[src/riscvPkg.sv]
package riscvPkg;

    // RV32I base ISA constants shared by the fetch-side blocks

    // Machine word
    localparam int xlen = 32;                          // PC and data width
    localparam int instrWidth = 32;                    // No compressed instructions

    // Major opcode of the B-type group (beq, bne, blt, bge, bltu, bgeu)
    localparam logic [6:0] opcodeBranch = 7'b1100011;  // Conditional branch

    // Fall-through step for a 32-bit instruction
    localparam logic [xlen-1:0] pcStep = 32'd4;        // Bytes per instruction

    // Field positions used by the B-type decoder
    localparam int opcodeLsb = 0;                      // instr[6:0]
    localparam int opcodeMsb = 6;
    localparam int signBit = instrWidth - 1;           // instr[31], imm[12]

    // Width of the sign extension in front of the 13-bit immediate
    localparam int immSignExt = xlen - 13;             // 19 copies of imm[12]

endpackage

[src/bpuPkg.sv]
package bpuPkg;

    // Direction predictor and in-flight queue constants

    // Saturating direction counters
    // 00 strong not taken, 01 weak not taken, 10 weak taken, 11 strong taken
    localparam int counterWidth = 2;                                   // Bits per counter
    localparam logic [counterWidth-1:0] counterInit = 2'b10;           // Weakly taken
    localparam logic [counterWidth-1:0] counterMax = 2'd3;             // Saturate high
    localparam logic [counterWidth-1:0] counterMin = 2'd0;             // Saturate low
    localparam logic [counterWidth-1:0] takenThreshold = 2'd2;         // Predict taken at or above

    // In-flight record queue
    // Holds branches between fetch and execute; depth covers the
    // pipeline distance, so the environment never overfills it
    localparam int queueDepth = 4;                                     // Records in flight
    localparam int queuePtrWidth = 2;                                  // log2(queueDepth)

    // Occupancy needs one bit more than a pointer to tell full from empty
    localparam int queueCountWidth = queuePtrWidth + 1;
    localparam logic [queueCountWidth-1:0] queueFullCount =
        queueCountWidth'(queueDepth);                                  // Count when full

endpackage

[src/branchDecode.sv]
`timescale 1ns/100ps

module branchDecode import riscvPkg::*; (
    input  logic                  fetchValid,   // Fetch strobe
    input  logic [instrWidth-1:0] instr,        // Fetched instruction
    input  logic [xlen-1:0]       pcF,          // Address of instr
    output logic                  isBranch,     // Valid conditional branch
    output logic [xlen-1:0]       branchTarget, // pcF plus B-type offset
    output logic                  backward      // Negative offset
);

    logic [6:0]      opcode;    // Major opcode field
    logic [xlen-1:0] immB;      // Sign-extended B-type immediate

    assign opcode = instr[opcodeMsb:opcodeLsb];

    // Only a strobed word with the branch opcode counts
    // funct3 is not checked, all six B-type encodings share the same path
    assign isBranch = fetchValid && (opcode == opcodeBranch);

    // B-type immediate is scattered over the instruction word
    //   imm[12]   = instr[31]
    //   imm[11]   = instr[7]
    //   imm[10:5] = instr[30:25]
    //   imm[4:1]  = instr[11:8]
    //   imm[0]    = 0, targets are halfword aligned
    always_comb begin
        immB = {
            {immSignExt{instr[signBit]}}, // Sign extension
            instr[signBit],               // imm[12]
            instr[7],                     // imm[11]
            instr[30:25],                 // imm[10:5]
            instr[11:8],                  // imm[4:1]
            1'b0                          // imm[0]
        };
    end

    // Target is PC relative
    assign branchTarget = pcF + immB;

    // Sign of the offset picks the counter, loops branch backward
    assign backward = immB[xlen-1];

endmodule

[src/directionPredictor.sv]
`timescale 1ns/100ps

module directionPredictor import bpuPkg::*; (
    input  logic clk,
    input  logic rstN,
    input  logic backward,       // Direction of the fetched branch
    input  logic trainValid,     // Resolved branch this cycle
    input  logic trainBackward,  // Direction of the resolved branch
    input  logic trainTaken,     // Actual outcome, 1 = taken
    output logic predictTaken    // Prediction for the fetched branch
);

    logic [counterWidth-1:0] forwardCount;   // Forward branch counter
    logic [counterWidth-1:0] backwardCount;  // Backward branch counter
    logic [counterWidth-1:0] selCount;       // Counter read by fetch

    // One saturating step toward the actual outcome
    function automatic logic [counterWidth-1:0] stepCount(
        input logic [counterWidth-1:0] count,
        input logic                    taken
    );
        logic [counterWidth-1:0] next;
        next = count;
        if (taken) begin
            if (count != counterMax) next = count + 1'b1;  // Stop at strong taken
        end else begin
            if (count != counterMin) next = count - 1'b1;  // Stop at strong not taken
        end
        return next;
    endfunction

    // Read uses the value held before this cycle's training
    assign selCount = backward ? backwardCount : forwardCount;
    assign predictTaken = (selCount >= takenThreshold);  // Upper half predicts taken

    // Training lands at the next edge
    always_ff @(posedge clk) begin
        if (!rstN) begin
            forwardCount <= counterInit;   // Weakly taken
            backwardCount <= counterInit;
        end else if (trainValid) begin
            if (trainBackward) begin
                backwardCount <= stepCount(backwardCount, trainTaken);
            end else begin
                forwardCount <= stepCount(forwardCount, trainTaken);
            end
        end
    end

    // Only one counter moves per resolve, the other keeps its state
    // A single not-taken from strong taken still leaves the upper half

endmodule

[src/branchQueue.sv]
`timescale 1ns/100ps

module branchQueue import riscvPkg::*; import bpuPkg::*; (
    input  logic            clk,
    input  logic            rstN,
    input  logic            push,          // Record a fetched branch
    input  logic [xlen-1:0] pushAddr,      // Branch address
    input  logic [xlen-1:0] pushTarget,    // Taken target
    input  logic            pushBackward,  // Direction
    input  logic            pushPredict,   // Prediction made at fetch
    input  logic            pop,           // Oldest branch resolved
    input  logic            clear,         // Drop all records
    output logic [xlen-1:0] headAddr,      // Oldest record fields
    output logic [xlen-1:0] headTarget,
    output logic            headBackward,
    output logic            headPredict,
    output logic            empty,
    output logic            full
);

    // Record storage, one slot per in-flight branch
    logic [xlen-1:0] addrMem [queueDepth];
    logic [xlen-1:0] targetMem [queueDepth];
    logic            backwardMem [queueDepth];
    logic            predictMem [queueDepth];

    logic [queuePtrWidth-1:0]   wrPtr;   // Next free slot
    logic [queuePtrWidth-1:0]   rdPtr;   // Oldest record
    logic [queueCountWidth-1:0] count;   // Occupancy

    assign empty = (count == '0);
    assign full = (count == queueFullCount);

    // Head is read straight from storage, no extra cycle
    assign headAddr = addrMem[rdPtr];
    assign headTarget = targetMem[rdPtr];
    assign headBackward = backwardMem[rdPtr];
    assign headPredict = predictMem[rdPtr];

    // Payload write, pointers decide what is valid
    always_ff @(posedge clk) begin
        if (push && !clear) begin
            addrMem[wrPtr] <= pushAddr;
            targetMem[wrPtr] <= pushTarget;
            backwardMem[wrPtr] <= pushBackward;
            predictMem[wrPtr] <= pushPredict;
        end
    end

    // Pointers and count; clear beats push and pop
    always_ff @(posedge clk) begin
        if (!rstN || clear) begin
            wrPtr <= '0;
            rdPtr <= '0;
            count <= '0;
        end else begin
            if (push) wrPtr <= wrPtr + 1'b1;  // Wraps at queueDepth
            if (pop) rdPtr <= rdPtr + 1'b1;
            case ({push, pop})
                2'b10: count <= count + 1'b1;
                2'b01: count <= count - 1'b1;
                default: count <= count;       // Both or neither
            endcase
        end
    end

endmodule

[src/branchResolve.sv]
`timescale 1ns/100ps

module branchResolve import riscvPkg::*; (
    input  logic            branchE,        // Oldest branch resolved
    input  logic            zeroE,          // Actual outcome, 1 = taken
    input  logic [xlen-1:0] headAddr,       // Oldest record from queue
    input  logic [xlen-1:0] headTarget,
    input  logic            headBackward,
    input  logic            headPredict,
    output logic            mispredict,     // Prediction was wrong
    output logic [xlen-1:0] correctPc,      // Where fetch should be
    output logic            trainValid,     // Update a counter
    output logic            trainBackward,  // Which counter
    output logic            trainTaken      // Direction to step
);

    logic [xlen-1:0] fallThrough;  // Branch address plus one instruction
    logic            wrongDir;     // Head prediction differs from outcome

    assign fallThrough = headAddr + pcStep;
    assign wrongDir = (headPredict != zeroE);

    // Only meaningful with a strobe, the head is stale otherwise
    assign mispredict = branchE && wrongDir;

    // Actual path, regardless of what was predicted
    // Taken goes to the target, not taken to the next word
    always_comb begin
        if (zeroE) begin
            correctPc = headTarget;
        end else begin
            correctPc = fallThrough;
        end
    end

    // Every resolve trains, right or wrong
    assign trainValid = branchE;
    assign trainBackward = headBackward;  // Counter chosen at fetch
    assign trainTaken = zeroE;            // Step toward the outcome

    // Execute resolves in program order, so the head is always the
    // record that matches this strobe

endmodule

[src/branchPredictUnit.sv]
`timescale 1ns/100ps

module branchPredictUnit import riscvPkg::*; (
    input  logic                  clk,
    input  logic                  rstN,
    input  logic                  fetchValid,   // Fetch strobe
    input  logic [instrWidth-1:0] instr,        // Fetched instruction
    input  logic [xlen-1:0]       pcF,          // Fetch address
    input  logic                  branchE,      // Execute resolve strobe
    input  logic                  zeroE,        // Resolved outcome
    output logic                  flushBranch,  // Flush younger stages
    output logic [xlen-1:0]       pcBpu,        // Redirect address
    output logic                  pcBpuSrc      // Select pcBpu for fetch
);

    logic            isBranch;       // Decode results
    logic [xlen-1:0] branchTarget;
    logic            backward;
    logic            predictTaken;   // Predictor output
    logic            pushValid;      // Branch kept in the queue
    logic [xlen-1:0] headAddr;       // Queue head
    logic [xlen-1:0] headTarget;
    logic            headBackward;
    logic            headPredict;
    logic            queueEmpty;     // Occupancy flags
    logic            queueFull;
    logic            mispredict;     // Resolve results
    logic [xlen-1:0] correctPc;
    logic            trainValid;
    logic            trainBackward;
    logic            trainTaken;

    branchDecode u_decode (.fetchValid(fetchValid), .instr(instr), .pcF(pcF),
        .isBranch(isBranch), .branchTarget(branchTarget), .backward(backward));

    directionPredictor u_predictor (.clk(clk), .rstN(rstN), .backward(backward),
        .trainValid(trainValid), .trainBackward(trainBackward), .trainTaken(trainTaken),
        .predictTaken(predictTaken));

    // Same-cycle fetch is wrong-path when the older branch missed
    assign pushValid = isBranch && !mispredict;

    branchQueue u_queue (.clk(clk), .rstN(rstN), .push(pushValid), .pushAddr(pcF),
        .pushTarget(branchTarget), .pushBackward(backward), .pushPredict(predictTaken),
        .pop(branchE), .clear(mispredict), .headAddr(headAddr), .headTarget(headTarget),
        .headBackward(headBackward), .headPredict(headPredict), .empty(queueEmpty),
        .full(queueFull));

    branchResolve u_resolve (.branchE(branchE), .zeroE(zeroE), .headAddr(headAddr),
        .headTarget(headTarget), .headBackward(headBackward), .headPredict(headPredict),
        .mispredict(mispredict), .correctPc(correctPc), .trainValid(trainValid),
        .trainBackward(trainBackward), .trainTaken(trainTaken));

    // Output register, mispredict first since it is older
    always_ff @(posedge clk) begin
        if (!rstN) begin
            pcBpu <= '0;
            pcBpuSrc <= 1'b0;
            flushBranch <= 1'b0;
        end else if (mispredict) begin
            pcBpu <= correctPc;             // Recover to actual path
            pcBpuSrc <= 1'b1;
            flushBranch <= 1'b1;
        end else if (pushValid && predictTaken) begin
            pcBpu <= branchTarget;          // Early redirect at fetch
            pcBpuSrc <= 1'b1;
            flushBranch <= 1'b1;            // Drop fall-through
        end else begin
            pcBpu <= '0;                    // No redirect
            pcBpuSrc <= 1'b0;
            flushBranch <= 1'b0;
        end
    end

endmodule

[config.mk]
export PLATFORM = sky130hd
export DESIGN_NAME = branchPredictUnit
export DESIGN_NICKNAME = d
export VERILOG_FILES = /design/src/riscvPkg.sv /design/src/bpuPkg.sv /design/src/branchDecode.sv /design/src/directionPredictor.sv /design/src/branchQueue.sv /design/src/branchResolve.sv /design/src/branchPredictUnit.sv
export SDC_FILE = /design/constraint.sdc
export NUM_CORES = 1
export LEC_CHECK = 0
export ABC_AREA = 1
export ABC_CLOCK_PERIOD_IN_PS = 9350
export BUFFER_PORTS_ARGS = -buffer_cell sky130_fd_sc_hd__buf_2
export CAP_MARGIN = 10
export CORE_UTILIZATION = 40
export DETAILED_ROUTE_END_ITERATION = 12
export HOLD_SLACK_MARGIN = 0.1
export PLACE_DENSITY = 0.62
export RECOVER_POWER = 50
export SETUP_SLACK_MARGIN = 0.15
export SLEW_MARGIN = 0
export SYNTH_ARGS = -nofsm -noshare
export SYNTH_HDL_FRONTEND = slang
export SYNTH_SLANG_ARGS = --single-unit
[constraint.sdc]
create_clock -name clk -period 9.35 [get_ports clk]
set_input_delay 0.935 -clock clk [delete_from_list [all_inputs] [get_ports clk]]
set_output_delay 0.935 -clock clk [all_outputs]
set_load 0.005 [all_outputs]
# --- Yosys cells after proc, flatten, opt, wreduce, memory -nomap -nowiden ---
# Memory sizes are Yosys's and may differ from the RTL's. A register that Yosys moved wholly into a read port is not among the register bits.
# Index checks and enable logic that the tools add are counted.
word_totals:
  rom_bits: 0
  latch_bits: 0
  register_bits: 41
  in_bits: 69
  output_inout_bits: 34
  word_cells: 62
  memories: 4
  mem_bits_rw: 264
classes:
  mul: 0
  n_addsub: 8
  shifts: 0
  n_reduce_logical: 14
  bitwise: 1
  n_eq_ne: 6
  n_mux: 22
  div: 0
  n_lt_le_gt_ge: 1
memory_table:
  columns: ["name", "words", "width", "read_ports", "rd_clocked_by_memory_dff", "write_ports", "line_no", "text"]
  rows:
  - ["u_queue.addrMem", 4, 32, 1, 1, 1, "branchQueue.sv:22", "logic [xlen-1:0] addrMem [queueDepth];"]
  - ["u_queue.targetMem", 4, 32, 1, 1, 1, "branchQueue.sv:23", "logic [xlen-1:0] targetMem [queueDepth];"]
  - ["u_queue.backwardMem", 4, 1, 1, 1, 1, "branchQueue.sv:24", "logic backwardMem [queueDepth];"]
  - ["u_queue.predictMem", 4, 1, 1, 1, 1, "branchQueue.sv:25", "logic predictMem [queueDepth];"]
ops:
  columns: ["operator", "n"]
  rows:
  - ["two-way mux 32 bit", 3]
  - ["adder 32 x 3 -> 32 bit, second input constant", 1]
  - ["adder 32 bit", 1]
  - ["two-way mux 2 bit", 15]
  - ["adder 2 x 1 -> 2 bit, second input constant", 4]
  - ["AND reduction 4 bit", 2]
  - ["nonzero test 2 bit", 4]
  - ["equality test 7 bit, second input constant", 1]
  - ["logical AND 1 bit", 5]
  - ["two-way mux 1 bit", 4]
  - ["!= test 2 x 1 -> 1 bit, second input constant", 2]
  - ["!= test 2 bit, second input constant", 2]
  - ["subtractor 2 x 1 -> 2 bit, second input constant", 2]
  - [">= comparator 2 bit, second input constant", 1]
  - ["zero test 1 bit", 2]
  - ["logical OR 1 bit", 1]
  - ["!= test 1 bit", 1]
  - ["NOT 1 bit", 1]

# --- Logic depth before layout (Yosys ltp) ---
# Gate-level depths: netlist (run 1).
depth:
  word_depth: 7
  depth_mapped: 19
  depth_no_buf: 17

# --- Cells and area by module ---
# From an unflattened synthesis (run 1), not the netlist that was laid out.
unflattened:
  hier_cells: 1639
  area_unflattened_um2: 16030.4
modules_own_cells:
  columns: ["module", "area_per_inst_um2", "cells_per_inst", "n_inst", "seq_area_each_um2"]
  rows:
  - ["branchQueue", 10840.4, 700, 1, 8107.8]
  - ["branchDecode", 2288.4, 469, 1, 0.0]
  - ["branchPredictUnit", 1363.8, 154, 1, 660.6]
  - ["branchResolve", 1317.5, 281, 1, 0.0]
  - ["directionPredictor", 220.2, 35, 1, 80.1]

# --- Least setup slack after synthesis (run 1) ---
# Ideal clock, no wire load.
synth_timing:
  kind: "in2reg"
  from: "input port zeroE"
  to: "memory u_queue.addrMem[0][0] (enable)"
  stages: 6
  t_required_ns: 8.861
  path_slack_ns: 4.393
  setup_ns: 0.489
  arrival_ns: 4.468
  path_buffers: 1
  cell_sequence: "buf_2 -> clkinv_1 -> nor2_1 -> nand3b_1 -> nand2_1 -> nor2_1"
synth_between:
  elab_chain_cells: 7
synth_lines:
  columns: ["item", "line_no", "text"]
  rows:
  - ["start, declared", "branchPredictUnit.sv:10", "input logic zeroE,"]
  - ["!= test 1 bit *", "branchResolve.sv:21", "assign wrongDir = (headPredict != zeroE);"]
  - ["logical AND 1 bit *", "branchResolve.sv:24", "assign mispredict = branchE && wrongDir;"]
  - ["zero test 1 bit *", "branchQueue.sv:42, branchPredictUnit.sv:41", null]
  - ["logical AND 1 bit", "branchPredictUnit.sv:41", "assign pushValid = isBranch && !mispredict;"]
  - ["logical AND 1 bit *", "branchQueue.sv:42", "if (push && !clear) begin"]
  - ["two-way mux 1 bit *", "branchQueue.sv:42", null]
  - ["two-way mux 1 bit (not written as such) *", "branchQueue.sv:43", "addrMem[wrPtr] <= pushAddr;"]
  - ["end, declared", "branchQueue.sv:22", null]
# Mark *: on every way between the ends. The rest lies on a longest branch, timed or not.

==> metrics.txt, run 1 <==
top-count cell post-synth=nand2_1; Antenna Nets Post-Route=0; post-synth top area cell=edfxtp_1; P_int=2.53 mW; Peak VDD IR=0.159 mV; power density cells=201 nW/µm²; Post-synth EDFFs=260; failing checks=max-capacitance violations, max-slew violations; Clock Power Share=44.0%; Initial Util=41.1%; Crit path max-delay family=buffers and inverters; Min Clock Period, post-route=approximately 6.2 ns; ant diodes=0; WP data arrival=6.64 ns; Final Cycle Share=between 60% and 70%; syn nets=approximately 1600; synthesized area=14800 µm²; CTS tree=yes; PortBufs=89; Pleak=6.34 nW; Post-synth top cells=nand2_1 (418), edfxtp_1 (260), nor2_1 (166); register share of total power=45.0%; CP Launch Type=flop; number of fill cells=3424; latest clock arrival within the worst-skew pair=0.54 ns; DRC viols=0; Clock Tree Buf Depth=3; Buf/Inv on CP=2; root buffer cell=clkbuf_16; CTS buffer count=35; DIE WIDTH=~190 µm; vias in the first global route=between 10000 and 15000; Syn Inst Count=between 1500 and 2000; Worst Skew=0.0313 ns; die area=37700 µm²; Resized Gates After CTS=0; Setup WS pre-CTS=5.01 ns; Peak Freq=162 MHz; DRT Pass-1 Iters=5; first-pass GRT wire length=a little over 60000 µm; Hold WC Path Type=flop to flop; drt total wl=39800 µm; net switching power=between 0.8 and 0.9 mW; fraction of registers with async set/reset=0%; MaxCap Viol Count=1; post-DR vias/cell=5.26; CP Cell Sequence=clkbuf_1 > nand3_1 > nand2_1 > nand2_1 > nand3b_1 > clkbuf_1 > and3_2 > nand3_1 > a21oi_2; Core Area=between 30000 and 40000 µm²; CP max stage delay=2.86 ns; GR Overflow Total=0; clock transition at the registers of the reported paths=0.06 ns; Yosys Warn Count=0; Power, Total=about 3.4 mW; Hold Vio Cnt, Final=0; Reg area=8670 µm²; Setup Crit Path Kind=flop to flop; Site Rows=69; # clock sinks=303; synth top area cells=edfxtp_1 (53%), nand2_1 (11%), dfxtp_1 (5.8%); Final setup viols=0; Syn Area/Cell=9.66 µm²; setup bufs post-CTS=0; GRT Util Overall=21.3%; DR WL/cell=roughly 19 µm; Synth cell types=50; GP Congestion=between 0.9 and 1; CP required=slightly below 10 ns; Final nets=approximately 1700; crit-path max FO=74; antenna violations before repair=0; total number of vias=between 10000 and 15000; slew margin rel.=-173%; Initial DRC Count=730; # IOs=103; switching share of power=24.6%; Slew @ Worst Pin=4.09 ns; P&R area growth vs syn=13.2%; H-tree depth=2; largest net degree at the start of global routing=126; combinational share of power=a little over a tenth; Seq cells post-synth=303; outcome=complete, but fails checks; sequential area share after synthesis=58.8%; ys flop type=edfxtp_1; DP Wirelength=between 20000 and 30000 µm; layout cells sized above 1=10.4%; Crit-path slowest cell=clkbuf_1; multi-input logic area=5420 µm²; RSZ-0062 raised after global routing=no; Yosys top cell area share=52.9%; setup TNS=0 ns; Slew Viols, Final=75; Setup crit end kind=flop; worst setup margin=3.16 ns; Die Ht=about 190 µm; hold_buf cts=0
per-layer routing:
metal / wire length (µm) / up-vias / track usage [%]
met5: 0 / - / 0
met3: 2540 / 60 / 3.46
li1: - / 5384 / -
met4: 1090 / 0 / 7.00
met1: 17700 / 5191 / 28.9
met2: 18500 / 355 / 34.7
worst reg2reg max path, delay by kind of cell, from the launching register on:
kind	cells	cell delay, ns
AO/OA/AOI/OAI	1	0.20
buffers and inverters	2	3.72
flip-flops	1	0.31
AND/OR/NAND/NOR	6	1.90
worst paths after layout:
check	start	to	slack [ns]	cells after the start
worst max-delay path	flop	pcBpu[28]$_SDFF_PN0_	3.16	9
worst min-delay path	u_predictor.backwardCount[0]$_SDFFE_PN0P_	u_predictor.backwardCount[0]$_SDFFE_PN0P_	0.46	1
worst max register to register	flop	pcBpu[28]$_SDFF_PN0_	3.16	9
worst min register to register	u_predictor.backwardCount[0]$_SDFFE_PN0P_	u_predictor.backwardCount[0]$_SDFFE_PN0P_	0.46	1
cell usage in the layout (no fill, tap or decap), types with 12 or more instances in the layout:
master / synthesis / final
edfxtp_1: 260 / 260
clkbuf_1: 18 / 56
a31oi_1: 12 / 12
nand3_1: 91 / 91
ha_1: 35 / 35
inv_1: 78 / 78
a21oi_1: 73 / 73
o21ai_0: 103 / 103
dfxtp_1: 43 / 41
nand2_2: 27 / 27
o22ai_1: 18 / 18
nand2_1: 418 / 418
nor3_1: 12 / 12
xor2_1: 27 / 27
buf_2: 27 / 41
nor2_1: 166 / 162
clkbuf_16: 0 / 37
power by group through the flow:
stage	Sequential (mW)	Clock [mW]	Combinational (mW)
after global placement	1.54	0	0.363
after detailed placement	1.54	0	0.369
after global routing	1.51	1.55	0.410
final	1.51	1.48	0.368
after CTS	1.51	1.50	0.371
after floorplan	1.53	0	0.256
metrics by stage:
step | area (µm²) | hold WS, ns | utilization [%] | instances
floorplan | 14800 | 0.431 | - | 1528
global route | 16700 | 0.493 | 46.5 | 2091
finish | 16700 | 0.465 | 46.5 | 2091
global placement | 15500 | 0.451 | 43.2 | 2028
detailed placement | 15500 | 0.449 | 43.2 | 2028
CTS | 16800 | 0.463 | 46.7 | 2091
sequential cells by signal, indices dropped and copies added, names as in the netlist, named ones only:
name,count
u_queue.addrMem,128
u_queue.targetMem,124
pcBpu,32
u_queue.backwardMem,4
u_queue.predictMem,4
u_predictor.backwardCount,2
u_predictor.forwardCount,2
u_queue.rdPtr,2
u_queue.wrPtr,2
pcBpuSrc,1
cell type report:
type	count	share of cell area [%]
Sequential cell	303	52.0
Multi-Input combinational cell	1079	32.4
Tap cell	461	3.45
Clock inverter	19	1.67
Inverter	85	1.96
Clock buffer	44	5.76
Timing Repair Buffer	100	2.76
kinds of logic (layout without fill, tap and decap cells):
family | Yosys count | after routing | synth area share, %
and+or+nand+nor | 767 | 767 | 22.2
DFF | 303 | 303 | 58.8
AOI/OAI and AO/OA | 239 | 239 | 8.97
buffers and inverters | 146 | 248 | 4.74
adders and majority gates | 36 | 36 | 3.10
xor gates and xnor gates | 34 | 34 | 2.02
muxes | 3 | 3 | 0.204
(Power assumes the default switching activity.)
==> run 2, diff against run 1 <==
ABC_CLOCK_PERIOD_IN_PS = 5100   (was 9350)
PLACE_DENSITY = 0.64   (was 0.62)
clock period = 5.1 ns   (was 9.35 ns; I/O delays follow)
==> run 2 against run 1 <==
Effect of this change: the run now ends clean; via count is 0.39% higher; design area hardly changed; clock skew is 0.016 ns lower; critical path type unchanged; largest cell class unchanged.
==> metrics.txt, run 2 (synthesis results as in run 1) <==
outcome=completed (was complete, but fails checks); DRC viols=0 (unchanged); grt met3 use=3.10% (was 3.46%); RSZ-0062 raised after global routing=no (unchanged); Final nets=1713 (was 1709); latest clock arrival within the worst-skew pair=0.53 ns (was 0.54 ns); CP required=5.47 ns (was 9.80 ns); Initial Util=41.1% (unchanged); most common cell after layout, fill and taps aside=nand2_1 (unchanged); Core Area=35900 µm² (unchanged); setup TNS=0 ns (unchanged); Pleak=6.35 nW (was 6.34 nW); GRT Util Overall=21.1% (was 21.3%); PortBufs=89 (unchanged); GR Util met1=28.6% (was 28.9%); MaxCap Viol Count=0 (was 1); vias in the first global route=10400 (was 10600); Peak VDD IR=0.275 mV (was 0.159 mV); DP Wirelength=26000 µm (was 25100 µm); Site Rows=69 (unchanged); ant diodes=0 (unchanged); Antenna Nets Post-Route=0 (unchanged); first-pass GRT wire length=60900 µm (was 61400 µm); GR Overflow Total=0 (unchanged); Peak Freq=253 MHz (was 162 MHz); largest net degree at the start of global routing=75 (was 126); # IOs=103 (unchanged); slew margin rel.=10.7% (was -173%); Final setup viols=0 (unchanged); crit-path max FO=74 (unchanged); CTS buffer count=34 (was 35); drt total wl=39400 µm (was 39800 µm); root buffer cell=clkbuf_16 (unchanged); Initial DRC Count=706 (was 730); Final Cycle Share=77.5% (was 66.2%); Die Ht=194 µm (unchanged); number of fill cells=3376 (was 3424); registers with the most flip-flops=u_queue.addrMem x128, u_queue.targetMem x124, pcBpu x32 (unchanged); Min Clock Period, post-route=3.95 ns (was 6.19 ns); Hold WS=0.281 ns (was 0.465 ns); DIE WIDTH=194 µm (unchanged); DR WL/cell=18.8 µm (was 19.0 µm); Resized Gates After CTS=0 (unchanged); die area=37700 µm² (unchanged); WP data arrival=4.32 ns (was 6.64 ns); GR Layer Usage met2=34.3% (was 34.7%); GP Congestion=0.924 (was 0.914); layout cells sized above 1=10.7% (was 10.4%); total number of vias=11000 (about the same); Setup Crit Path Kind=flop to flop (unchanged); hold_buf cts=0 (unchanged); CTS tree=yes (unchanged); Hold Vio Cnt, Final=0 (unchanged); GRT busiest layer=met2 (unchanged); clock transition at the registers of the reported paths=0.06 ns (about the same); # clock sinks=303 (unchanged); post-DR vias/cell=5.27 (was 5.26); Largest register FFs=128 (unchanged); Slew Viols, Final=0 (was 75); DRT Pass-1 Iters=5 (unchanged); power density cells=360 nW/µm² (was 201 nW/µm²); Worst Skew=0.0156 ns (was 0.0313 ns); Slew @ Worst Pin=1.34 ns (was 4.09 ns); antenna violations before repair=0 (unchanged); CP Launch Type=flop (unchanged); Top reg by flops=u_queue.addrMem (unchanged); most frequent cells in the layout=nand2_1 (418), edfxtp_1 (260), nor2_1 (162) (unchanged); multi-input logic area=5420 µm² (about the same); Clock Tree Buf Depth=3 (unchanged); Hold WC Path Type=input port to flop (was flop to flop); setup bufs post-CTS=0 (unchanged); Reg area=8670 µm² (unchanged); Setup crit end kind=flop (unchanged); P&R area growth vs syn=13.1% (was 13.2%); H-tree depth=2 (unchanged)
==> run 2: metal layers <==
metal / wire (µm) / up-vias / share of wire, %
met1: 17700 / 5264 / 45
met4: 1130 / 0 / 2.9
li1: - / 5389 / -
met5: 0 / - / 0
met2: 18400 / 320 / 47
met3: 2220 / 60 / 5.6
==> run 2: path summary, 6_finish.rpt <==
| path | start | endpoint | slack, ns | cells after the start |
|---|---|---|---|---|
| setup reg to reg | flop | pcBpu[18]$_SDFF_PN0_ | 1.15 | 10 |
| hold / removal | rstN | u_predictor.forwardCount[1]$_SDFFE_PN1P_ | 0.28 | 2 |
| hold reg to reg | u_predictor.backwardCount[0]$_SDFFE_PN0P_ | u_predictor.backwardCount[0]$_SDFFE_PN0P_ | 0.47 | 1 |
| setup / recovery | flop | pcBpu[18]$_SDFF_PN0_ | 1.15 | 10 |
==> run 2: worst max-delay path, stage by stage, from the launching register on <==
cell      delay (ns)
dfxtp_4         0.91
inv_8           0.32
nand2_1         0.14
nand3_1         0.07
nand2_1         0.09
nand2_1         0.05
nand3b_1        0.11
clkbuf_1        0.84
inv_1           0.79
o211ai_1        0.30
a21oi_1         0.12
==> run 2: final cells by class <==
type | count | share of cell area [%]
tap | 461 | 3.46
clock inverter | 13 | 1.18
timing repair buffer | 105 | 3.18
inverter | 85 | 1.96
sequential | 303 | 52.0
multi-input combinational | 1079 | 32.5
clock buffer | 48 | 5.78
==> run 2: power breakdown <==
group,switching [mW],leakage [nW],internal [mW]
logic,0.479,3.10,0.193
clock network,0.978,0.571,1.58
registers,0.0237,2.69,2.75
total,1.48,6.35,4.52
==> run 2: per-stage QoR <==
stage | area, µm² | setup WS [ns] | std cells | utilization [%] | power (mW)
2_1_floorplan | 14800 | 0.568 | 1528 | - | 3.28
3_3_place_gp | 15600 | 1.55 | 2033 | 43.4 | 3.49
3_5_place_dp | 15600 | 1.54 | 2033 | 43.4 | 3.50
4_1_cts | 16700 | 1.54 | 2094 | 46.6 | 6.05
5_1_grt | 16700 | 0.779 | 2094 | 46.5 | 6.21
6_report | 16700 | 1.15 | 2094 | 46.5 | 6.00
==> run 3, diff against run 2 <==
ABC_CLOCK_PERIOD_IN_PS = 3200   (was 5100)
clock period = 3.2 ns   (was 5.1 ns; I/O delays follow)
==> run 3 against run 2 <==
Effect of this change: core utilization is 0.83 points higher; critical endpoint is now u_queue.targetMem[3][22]$_DFFE_PP_; clock power rose by 43%; combinational power rose by 67%; first-iteration DRC count is 16% higher; cell count grew 1.8%; non-clock buffer count increased by 40; highest routed layer unchanged.
==> metrics.txt, run 3 (synthesis results as in run 1) <==
outcome=completed (unchanged); Post-DP Area=15700 µm² (was 15600 µm²); most common cell after layout, fill and taps aside=nand2_1 (unchanged); crit-path max FO=20 (was 74); Initial DRC Count=817 (was 706); WHS Path Cells=4 (was 2); Largest register FFs=128 (unchanged); Finished Cell Area=17000 µm² (was 16700 µm²); PortBufs=89 (unchanged); post-route insts no fill=2132 (was 2094); MaxCap Viol Count=0 (unchanged); DRC viols=0 (unchanged); total number of vias=11100 (was 11000); latest clock arrival within the worst-skew pair=0.58 ns (was 0.53 ns); clock transition at the registers of the reported paths=0.06 ns (about the same); GP Congestion=0.908 (was 0.924); Slew Viols, Final=0 (unchanged); largest net degree at the start of global routing=71 (was 75); Slew @ Worst Pin=1.14 ns (was 1.34 ns); DR WL/cell=18.5 µm (was 18.8 µm); Antenna Nets Post-Route=0 (unchanged); Initial Util=41.1% (unchanged); slew margin rel.=24.2% (was 10.7%); first-pass GRT wire length=61100 µm (was 60900 µm); Final nets=1750 (was 1713); Hold Vio Cnt, Final=0 (unchanged); R2R cell count=9 (was 10); hold_buf cts=34 (was 0); Peak VDD IR=0.424 mV (was 0.275 mV); CTS tree=yes (unchanged); Site Rows=69 (unchanged); GR Overflow Total=0 (unchanged); number of fill cells=3373 (was 3376); Worst Skew=0.0131 ns (was 0.0156 ns); Pleak=6.48 nW (was 6.35 nW); # IOs=103 (unchanged); Setup Crit Path Kind=input port to flop (was flop to flop); power density cells=541 nW/µm² (was 360 nW/µm²); H-tree depth=1 (was 2); CP Launch Type=input port (was flop); Clock Tree Buf Depth=3 (unchanged); Resized Gates After CTS=0 (unchanged); layout cells sized above 1=10.8% (was 10.7%); DIE WIDTH=194 µm (unchanged); WP data arrival=3.13 ns (was 4.32 ns); root buffer cell=clkbuf_16 (unchanged); GRT Util Overall=21.0% (was 21.1%); die area=37700 µm² (unchanged); Setup crit end kind=flop (unchanged); most frequent cells in the layout=nand2_1 (418), edfxtp_1 (260), nor2_1 (162) (unchanged); CP required=3.51 ns (was 5.47 ns); Core Area=35900 µm² (unchanged); Hold WC Path Type=input port to flop (unchanged); Inst Count DP=2039 (was 2033); post-DR vias/cell=5.23 (was 5.27); setup bufs post-CTS=0 (unchanged); Final Cycle Share=a little under 90%; antenna violations before repair=0 (unchanged); CTS buffer count=31 (was 34); drt total wl=39400 µm (about the same); Peak Freq=355 MHz; RSZ-0062 raised after global routing=no (unchanged); vias in the first global route=10500 (was 10400); Top reg by flops=u_queue.addrMem (unchanged); Die Ht=194 µm (unchanged); Power, Total=9.19 mW (was 6.00 mW); P&R area growth vs syn=15.1% (was 13.1%); Final setup viols=0 (unchanged); DRT Pass-1 Iters=5 (unchanged); Min Clock Period, post-route=around 2.8 ns; # clock sinks=303 (unchanged); registers with the most flip-flops=u_queue.addrMem x128, u_queue.targetMem x124, pcBpu x32 (unchanged); DP Wirelength=25900 µm (was 26000 µm)
[run 3: layout make-up]
| type | instances | area [µm²] | share of cell area, % |
|---|---|---|---|
| inverter | 85 | 327 | 1.92 |
| clock inverter | 17 | 175 | 1.03 |
| antenna | 1 | 2.50 | 0.0147 |
| multi-input combinational | 1079 | 5420 | 31.9 |
| clock buffer | 41 | 863 | 5.08 |
| tap | 461 | 577 | 3.40 |
| timing repair buffer | 145 | 947 | 5.58 |
| sequential | 303 | 8670 | 51.1 |
[run 3: through the flow]
step           setup slack, ns  hold WS [ns]  utilization [%]  TNS [ns]
2_1_floorplan          -0.0992         0.419                -    -25.80
3_3_place_gp             0.479         0.449             43.6         0
3_5_place_dp             0.458         0.452             43.6         0
4_1_cts                  0.430         0.110             47.5         0
5_1_grt                  0.144         0.127             47.3         0
6_report                 0.379         0.137             47.3         0
[run 3: critical path: stages]
cell,delay (ns)
clkbuf_1,0.81
ha_1,0.39
nand2_1,0.11
nor2_1,0.31
nand2_1,0.08
o21ai_0,0.19
clkbuf_1,0.27
a21oi_1,0.14
or2_2,0.30
and2_0,0.19
[run 3: layer usage]
metal  GRT usage (%)  part of all wire (%)  up-vias
met4            4.82                   2.2        0
met1            29.3                    45     5279
met5               0                     0        -
met3            3.01                   6.3       57
met2            34.7                    47      349
li1                -                     -     5458
[run 3: worst paths after layout]
kind                                             start                                         to  slack [ns]
max                                          instr[31]         u_queue.targetMem[3][22]$_DFFE_PP_        0.38
min                                           instr[2]              u_queue.wrPtr[0]$_SDFFE_PP0P_        0.14
max reg2reg                                       flop         u_queue.targetMem[3][29]$_DFFE_PP_        0.40
min reg2reg  u_predictor.backwardCount[0]$_SDFFE_PN0P_  u_predictor.backwardCount[0]$_SDFFE_PN0P_        0.48
[run 3: power by group]
part           total [mW]  switching, mW  internal, mW
registers            4.41         0.0232          4.39
clock network        3.65           1.51          2.14
logic                1.12          0.779         0.345
